## config.mk

```make
export PLATFORM = sky130hd
export DESIGN_NAME = mmu_top
export DESIGN_NICKNAME = d
export VERILOG_FILES = /design/src/rtl/mmu_pkg.sv /design/src/rtl/mem_map.sv /design/src/rtl/mmu_top.sv /design/src/rtl/tlb.sv
export VERILOG_INCLUDE_DIRS = /design/src /design/src/rtl
export SDC_FILE = /design/constraint.sdc
export NUM_CORES = 2
export LEC_CHECK = 0
export ABC_AREA = 1
export BUFFER_PORTS_ARGS = -buffer_cell sky130_fd_sc_hd__buf_4
export CORE_MARGIN = 2
export CORE_UTILIZATION = 50
export CTS_CLUSTER_SIZE = 12
export DETAILED_ROUTE_END_ITERATION = 8
export GPL_ROUTABILITY_DRIVEN = 1
export MAX_ROUTING_LAYER = met4
export PLACE_DENSITY = 0.76
export SYNTH_ARGS = -nofsm -noshare
export SYNTH_HDL_FRONTEND = slang
export SYNTH_SLANG_ARGS = --single-unit
```

## constraint.sdc

```tcl
create_clock -name clk -period 6.35 [get_ports clk]
set_input_delay 0.635 -clock clk [delete_from_list [all_inputs] [get_ports clk]]
set_output_delay 0.635 -clock clk [all_outputs]
set_load 0.02 [all_outputs]
```

## src/rtl/mmu_params.svh

```systemverilog
`ifndef MMU_PARAMS_SVH
`define MMU_PARAMS_SVH

// virtual and physical addresses share one width
`define MMU_ADDR_W    32
`define MMU_SEG_W     3
`define MMU_OFFSET_W  12

// fully associative, one entry per even/odd page pair
`define MMU_TLB_DEPTH 16
`define MMU_TLB_IDX_W 4

// config word from msb holds vpn2, the odd half, the even half and the index
`define MMU_VPN2_W    19
`define MMU_PFN_W     24
`define MMU_CFG_W     75

`endif

```

## src/rtl/mmu_pkg.sv

```systemverilog
`include "mmu_params.svh"

package mmu_pkg;

    // segment view used by the decoder
    typedef struct packed {
        logic [`MMU_SEG_W-1:0]             sel;
        logic [`MMU_ADDR_W-`MMU_SEG_W-1:0] low;
    } vaddr_seg_t;

    // page view used by the tlb, odd picks the page of the pair
    typedef struct packed {
        logic [`MMU_VPN2_W-1:0]   vpn2;
        logic                     odd;
        logic [`MMU_OFFSET_W-1:0] offset;
    } vaddr_page_t;

    typedef union packed {
        vaddr_seg_t  seg;
        vaddr_page_t page;
    } vaddr_u;

endpackage

```

## src/rtl/mem_map.sv

```systemverilog
`timescale 1ns/1ns
`include "mmu_params.svh"

module mem_map (
    input  logic [`MMU_ADDR_W-1:0] addr_i,
    input  logic                   en_i,
    input  logic                   um_i,
    output logic [`MMU_ADDR_W-1:0] addr_o,
    output logic                   using_tlb_o,
    output logic                   invalid_o
);

    mmu_pkg::vaddr_u va;

    logic is_useg;
    logic is_kseg0;
    logic is_kseg1;
    logic is_kseg23;

    assign va = addr_i;

    // useg is the lower half, kernel segments split the upper half
    assign is_useg   = ~va.seg.sel[2];
    assign is_kseg0  = (va.seg.sel == 3'b100);
    assign is_kseg1  = (va.seg.sel == 3'b101);
    assign is_kseg23 = (va.seg.sel[2:1] == 2'b11);

    // kseg0 and kseg1 both land at physical zero, so dropping the
    // selector bits is the same as subtracting the segment base
    always_comb begin
        if (is_kseg0 || is_kseg1) begin
            addr_o = {{`MMU_SEG_W{1'b0}}, va.seg.low};
        end else begin
            addr_o = addr_i;
        end
    end

    assign using_tlb_o = en_i & (is_useg | is_kseg23);

    // user mode may only touch useg
    assign invalid_o = en_i & um_i & ~is_useg;

endmodule

```

## src/rtl/mmu_top.sv

```systemverilog
`timescale 1ns/1ns
`include "mmu_params.svh"

module mmu_top (
    input  logic                   clk,
    input  logic                   reset_i,

    input  logic [`MMU_ADDR_W-1:0] inst_address_i,
    input  logic [`MMU_ADDR_W-1:0] data_address_i,
    input  logic                   inst_en_i,
    input  logic                   data_en_i,

    input  logic                   user_mode_i,
    input  logic [`MMU_CFG_W-1:0]  tlb_config_i,
    input  logic                   tlbwi_i,

    output logic [`MMU_ADDR_W-1:0] inst_address_o,
    output logic [`MMU_ADDR_W-1:0] data_address_o,

    output logic                   inst_exp_miss_o,
    output logic                   data_exp_miss_o,
    output logic                   inst_exp_illegal_o,
    output logic                   data_exp_illegal_o
);

    logic [`MMU_ADDR_W-1:0] inst_address_direct;
    logic [`MMU_ADDR_W-1:0] data_address_direct;
    logic [`MMU_ADDR_W-1:0] inst_address_tlb;
    logic [`MMU_ADDR_W-1:0] data_address_tlb;

    logic inst_tlb_map;
    logic data_tlb_map;
    logic inst_miss;
    logic data_miss;

    mem_map map_inst (
        .addr_i      (inst_address_i),
        .en_i        (inst_en_i),
        .um_i        (user_mode_i),
        .addr_o      (inst_address_direct),
        .using_tlb_o (inst_tlb_map),
        .invalid_o   (inst_exp_illegal_o)
    );

    mem_map map_data (
        .addr_i      (data_address_i),
        .en_i        (data_en_i),
        .um_i        (user_mode_i),
        .addr_o      (data_address_direct),
        .using_tlb_o (data_tlb_map),
        .invalid_o   (data_exp_illegal_o)
    );

    // port a serves fetch, port b serves data
    tlb tlb_inst (
        .clk       (clk),
        .reset_i   (reset_i),
        .we_i      (tlbwi_i),
        .cfg_i     (tlb_config_i),
        .a_vaddr_i (inst_address_i),
        .a_paddr_o (inst_address_tlb),
        .a_miss_o  (inst_miss),
        .b_vaddr_i (data_address_i),
        .b_paddr_o (data_address_tlb),
        .b_miss_o  (data_miss)
    );

    assign inst_address_o = inst_tlb_map ? inst_address_tlb : inst_address_direct;
    assign data_address_o = data_tlb_map ? data_address_tlb : data_address_direct;

    // a tlb miss only matters for mapped segments
    assign inst_exp_miss_o = inst_tlb_map & inst_miss;
    assign data_exp_miss_o = data_tlb_map & data_miss;

endmodule

```

## src/rtl/tlb.sv

```systemverilog
`timescale 1ns/1ns
`include "mmu_params.svh"

module tlb (
    input  logic                   clk,
    input  logic                   reset_i,

    input  logic                   we_i,
    input  logic [`MMU_CFG_W-1:0]  cfg_i,

    input  logic [`MMU_ADDR_W-1:0] a_vaddr_i,
    output logic [`MMU_ADDR_W-1:0] a_paddr_o,
    output logic                   a_miss_o,

    input  logic [`MMU_ADDR_W-1:0] b_vaddr_i,
    output logic [`MMU_ADDR_W-1:0] b_paddr_o,
    output logic                   b_miss_o
);

    // stored entry is the config word without its index
    localparam int ENT_W    = `MMU_CFG_W - `MMU_TLB_IDX_W;
    localparam int V0_BIT   = 0;
    localparam int PFN0_LSB = 2;
    localparam int V1_BIT   = PFN0_LSB + `MMU_PFN_W;
    localparam int PFN1_LSB = V1_BIT + 2;
    localparam int VPN2_LSB = PFN1_LSB + `MMU_PFN_W;
    localparam int PA_PFN_W = `MMU_ADDR_W - `MMU_OFFSET_W;

    logic [ENT_W-1:0]          entry_q [`MMU_TLB_DEPTH];
    logic [`MMU_TLB_DEPTH-1:0] v_even_q;
    logic [`MMU_TLB_DEPTH-1:0] v_odd_q;

    logic [`MMU_TLB_IDX_W-1:0] wr_idx;
    logic [ENT_W-1:0]          wr_entry;

    assign wr_idx   = cfg_i[`MMU_TLB_IDX_W-1:0];
    assign wr_entry = cfg_i[`MMU_CFG_W-1:`MMU_TLB_IDX_W];

    always_ff @(posedge clk) begin
        if (we_i) begin
            entry_q[wr_idx] <= wr_entry;
        end
    end

    // valid bits of every entry clear on reset
    always_ff @(posedge clk) begin
        if (reset_i) begin
            v_even_q <= '0;
            v_odd_q  <= '0;
        end else if (we_i) begin
            v_even_q[wr_idx] <= wr_entry[V0_BIT];
            v_odd_q[wr_idx]  <= wr_entry[V1_BIT];
        end
    end

    function automatic void lookup(
        input  logic [`MMU_ADDR_W-1:0] va_word,
        output logic [`MMU_ADDR_W-1:0] pa,
        output logic                   miss
    );
        mmu_pkg::vaddr_u           va;
        logic                      hit;
        logic [`MMU_TLB_IDX_W-1:0] idx;
        logic [`MMU_PFN_W-1:0]     pfn;
        logic                      half_valid;

        va  = va_word;
        hit = 1'b0;
        idx = '0;
        // scan downward so the lowest matching index is the one kept
        for (int i = `MMU_TLB_DEPTH - 1; i >= 0; i--) begin
            if ((v_even_q[i] || v_odd_q[i]) &&
                entry_q[i][VPN2_LSB +: `MMU_VPN2_W] == va.page.vpn2) begin
                hit = 1'b1;
                idx = i[`MMU_TLB_IDX_W-1:0];
            end
        end

        if (va.page.odd) begin
            pfn        = entry_q[idx][PFN1_LSB +: `MMU_PFN_W];
            half_valid = v_odd_q[idx];
        end else begin
            pfn        = entry_q[idx][PFN0_LSB +: `MMU_PFN_W];
            half_valid = v_even_q[idx];
        end

        miss = ~(hit & half_valid);
        pa   = miss ? va_word : {pfn[PA_PFN_W-1:0], va.page.offset};
    endfunction

    always_comb begin
        lookup(a_vaddr_i, a_paddr_o, a_miss_o);
    end

    always_comb begin
        lookup(b_vaddr_i, b_paddr_o, b_miss_o);
    end

endmodule

```

[Yosys cells after proc, flatten, opt, wreduce, memory -nomap -nowiden]
Memories as Yosys holds them, arrays and structs flattened.
Index checks and enable logic that the tools add are counted.
Cells by class
  $mul: 0
  shift-type cells: 0
  bitwise logic cells: 16
  div/mod/pow operators: 0
  order comparisons: 4
  reduce and logical (&&, ||, !) cells: 51
  muxes and demuxes: 88
  equality and inequality tests: 38
  $add $sub $neg: 0
Operator list (number)
  $eq A19 B19 Y1: 32
  $mux W32: 6
  $mux W4: 32
  $mux W1: 41
  $mux W20: 2
  $logic_and A1 B1 Y1: 33
  $bwmux W16: 2
  $logic_or A1 B1 Y1: 18
  $bmux W1 S4: 4
  $lt A4 B5 Y1 const B: 3
  $eq A3 B3 Y1 const B: 4
  $and A1 B1 Y1: 10
  $demux W1 S4: 1
  $eq A2 B2 Y1 const B: 2
  $ge A4 B1 Y1 const B: 1
  $not A1 Y1: 4
  $or A1 B1 Y1: 2
Storage, ports and cells
  register bits: 32
  memories: 1
  output and inout port bits: 68
  bits in writable memories: 1136
  input bits: 145
  latch bits: 0
  word-level logic and storage cells: 200
  bits in read-only memories: 0
Memories
  tlb_inst.entry_q: words 16, bits a word 71, read ports 18, clocked after memory_dff 0, wr ports 1, RTL line tlb.sv:29  | logic [ENT_W-1:0] entry_q [`MMU_TLB_DEPTH];

[Logic depth before layout (Yosys ltp)]
An unclocked memory read counts as a cell.
  word-level depth: 25
  mapped depth: 37
  depth with buffers taken out: 34

[Cells and area by module]
Synthesis repeated with hierarchy kept, for this count alone.
Second synthesis, totals
  cell total of the unflattened synthesis: 7823
  area, all modules: 61383.9 µm²
By module, submodules not included
  tlb: area each 59876.2 µm², seq. area each 28987.8 µm², times used 1, cells an instance 7533
  mmu_top: area each 992.2 µm², seq. area each 0.0 µm², times used 1, cells an instance 212
  mem_map: area each 257.7 µm², seq. area each 0.0 µm², times used 2, cells an instance 39

[Least setup slack after synthesis]
No wires, ideal clock.
  path kind: input to register
  start point: input port tlbwi_i
  end point: register tlb_inst.v_even_q[9]
  data required time: 6.260 ns
  stages: 4
  arrival: 5.774 ns
  slack: 0.486 ns
  path buffers: 0
  setup time: 0.090 ns
  cells stage by stage: clkinv_1 nor3_1 inv_1 a211oi_1
RTL lines
  from (decl): RTL line mmu_top.sv:15  | input logic tlbwi_i,
  to (signal, indexed assignment): RTL line tlb.sv:51  | v_even_q[wr_idx] <= wr_entry[V0_BIT];
  to (decl): RTL line tlb.sv:30  | logic [`MMU_TLB_DEPTH-1:0] v_even_q;

[Worst setup path in the final report]
  start point: input port inst_address_i[19]
  end point: output port inst_address_o[18]
On the way
  word-level cells in the longest chain between the ends: 24
  elaborated cells between the ends (all ways): 74
  those cells by class: eq/ne: 16; mux: 40; bitwise: 1; reduce/logical: 16; memory: 1
Ends and longest elaborated chain
  from (decl): RTL line mmu_top.sv:8  | input logic [`MMU_ADDR_W-1:0] inst_address_i,
  $eq A19 B19 Y1: RTL line tlb.sv:73  | entry_q[i][VPN2_LSB +: `MMU_VPN2_W] == va.page.vpn2) begin
  $logic_and A1 B1 Y1: RTL line tlb.sv:72  | if ((v_even_q[i] || v_odd_q[i]) &&
  $mux W4 (16 in a row): RTL line tlb.sv:72
  $bmux W1 S4, on equally long branches: RTL line tlb.sv:84, tlb.sv:81
  $mux W1, on equally long branches: RTL line tlb.sv:84, tlb.sv:81
  $mux W1: RTL line tlb.sv:79  | if (va.page.odd) begin
  $and A1 B1 Y1: RTL line tlb.sv:87  | miss = ~(hit & half_valid);
  $mux W32 *: RTL line tlb.sv:88  | pa = miss ? va_word : {pfn[PA_PFN_W-1:0], va.page.offset};
  $mux W32 *: RTL line mmu_top.sv:68  | assign inst_address_o = inst_tlb_map ? inst_address_tlb : inst_address_direct;
  to (decl): RTL line mmu_top.sv:17  | output logic [`MMU_ADDR_W-1:0] inst_address_o,
Mark *: on every way between the ends. The rest lies on a longest branch, timed or not. The select of a mux whose other input is x is not followed.

==> out/metrics.yaml <==
yosysSeqAreaShare_pct: 50.9
violations: "setup timing"
design_area_um2: 63700
final_core_util_pct: 56.5
layout_common_cells: "nand2_1 (1,040), edfxtp_1 (944), nand3_1 (712), o21ai_0 (697), inv_1 (668)"
core_area_um2: 113000
vdd_drop_max_mv: 0.226
slew_headroom_pct: 23.6
synth.net_count: 6792
status: "complete, but fails checks"
hpwl_mm: 170
synth_seq_cells: 976
insertion_delay_ps: 730
rows: 123
routed_wl_mm: 264
postCtsSetupBuffers: 0
synth-edff-count: 944
cts_sinks: 976
final-seq-area_um2: 29000
cpPeakStageDelay_ps: 560
max_freq_ghz: 0.157
power.density_nw_per_um2: 230
final_hold_viol_count: 0
synthDistinctLibCells: 62
slowest_stage: "o21ai_1"
ios: 213
antenna_found_initial: 14
drc: 0
grt_pass1_wl_mm: 365
syn_area_per_cell_um2: 8.57
vias_per_cell: 6.73
cp.arrival_ps: 5720
cts_tree: "built"
setup.worst_path.start_class: "input pin"
place_area_um2: 60400
htreeDepth: 3
fillers: 10000
die_w_um: 341
drt_iter0_markers: 10700
cts_buffers: 105
timing.final.crit_period_ps: 6350
switching_share_pct: 26.1
fin_cells: 8341
finalNetCount: 6889
clk_path_buf_depth: 3
start_util_pct: 50.5
finalSetupViolations: 1
hp-class: "input pin to flip-flop"
vias: 56100
synth_area_leaders: "edfxtp_1 (50%), nand2_1 (6.9%), nand3_1 (6.3%)"
track_usage_pct: 45.3
die_area_um2: 117000
wire_per_inst_um: 31.7
finalClockSkew_ps: 0
drive_gt1_share_pct: 10.2
gp_congestion: 1.18
worst_pin_slew_ps: 1150
p_clk_share_pct: 40.5
p_int_mw: 10.8
end_kind: "output port"
die_y_um: 341
async_flop_share_pct: 0
cts_resized: 0
multiInputGateArea_um2: 22800
worst-setup-path-type: "input pin to output port"
layout_commonest_cell: "nand2_1"
synth_top_cell_by_area: "edfxtp_1"
yosysWarnings: 0
grt_setup_unrepaired: "false"
ant_nets: 0
p_leak_nw: 24.4
dr.pass1.iters: 9
syn_area_um2: 56900
fin_crit_sh_pct: 100
pwr-share-seq_pct: 49.6
grt_pass1_vias: 51100
areaGrowthSynthToFinish_pct: 11.8
overflow: 0
clkTransAtPathRegs_ps: 60
max_cap_viol_count: 0
syn_inst: 6647
crit_required_ps: 5710
total_power_mw: 14.7
yosysTopAreaCellShare_pct: 49.8
p_sw_mw: 3.83
grt_max_degree: 105
path_max_fanout: 20
finalMaxSlewViolations: 0
numPortBuffers: 154
setup_ws_ps: -3.08
place_inst: 8137
crit_top_cell: "nand2_1"
hold_ws_ps: 184
cts_hold_buf: 0
comb_power_share_pct: 10.0
clk_root_buffer_cell: "clkbuf_16"
synth_flop_cell: "edfxtp_1"
[through the flow]
stage                     setup slack [ps]  TNS [ps]
final                                -3.08     -3.08
after global routing                  25.5         0
after CTS                              248         0
after detailed placement               287         0
after global placement                 276         0
after floorplan                        486         0
[state kept, by name (all words and copies together) (netlist names)]
register,cells
tlb_inst.v_odd_q,16
tlb_inst.entry_q,944
tlb_inst.v_even_q,16
[synthesized netlist by cell type (5+ instances only)]
library cell and number:
buf_4 78, buf_6 50, or2_2 36, and2_0 5
inv_2 39, o22ai_1 127, edfxtp_1 944, a2111oi_0 20
dfxtp_1 32, o2111ai_1 29, nor3_1 102, buf_2 173
nand3_1 712, o21ai_1 119, buf_1 36, o221ai_1 6
nor4_1 110, a221oi_1 9, nand3b_1 18, and2_1 14
o21ai_0 697, nand2_2 10, a211oi_1 16, nand2_1 1041
a21oi_1 586, nor3b_1 22, clkbuf_1 106, nand4_1 133
nor4b_1 11, inv_1 671, o211ai_1 99, nor2_1 401
xor2_1 91, xnor2_1 52
[power by group through the flow]
stage / Sequential (mW) / Combinational [mW] / Clock [mW]
after floorplan: 7.38 / 0.659 / 0
after global placement: 7.39 / 1.36 / 0
after detailed placement: 7.39 / 1.37 / 0
after CTS: 7.26 / 1.37 / 5.93
after global routing: 7.27 / 1.47 / 6.15
final: 7.27 / 1.46 / 5.93
[cell families after synthesis]
kind of cell,after synthesis,synth area share (%)
AO/OA/AOI/OAI,1726,16.5
buffers and inverters,1162,9.27
flip-flops,976,50.9
AND/OR/NAND/NOR,2640,21.1
XOR/XNOR,143,2.20
[layer usage]
metal  track usage, %  wire (um)  vias up
li1                 -          -    23700
met1             57.3      92000    26100
met2             64.8     111000     5075
met3             10.7      39000     1229
met4             30.6      22300        0
met5                -          0        -
[worst paths after layout]
path	to	start	depth (start not counted)	slack, ps
setup / recovery	inst_address_o[18]	inst_address_i[19]	36	-3
hold / removal	tlb_inst.entry_q[1][3]	tlb_config_i[7]	1	180
setup reg to reg	tlb_inst.v_odd_q[13]	tlb_inst.v_odd_q[13]	2	5460
hold reg to reg	tlb_inst.v_odd_q[8]	tlb_inst.v_odd_q[8]	2	500
[critical path, delay by kind of cell]
kind | cells | cell delay, ps
AND/OR/NAND/NOR | 26 | 2550
XOR/XNOR | 1 | 240
buffers and inverters | 8 | 1640
AO/OA/AOI/OAI | 1 | 560
[cell type report]
| class | count | share of cell area, % |
|---|---|---|
| repair buffers | 441 | 6.31 |
| diodes | 22 | 0.0865 |
| multi-input cells | 4509 | 35.9 |
| inverters | 711 | 4.21 |
| well taps | 1500 | 2.95 |
| clock inverters | 49 | 0.688 |
| clock buffers | 133 | 4.34 |
| flip-flops and latches | 976 | 45.5 |
Note: power is estimated with default switching activity, not from simulation.
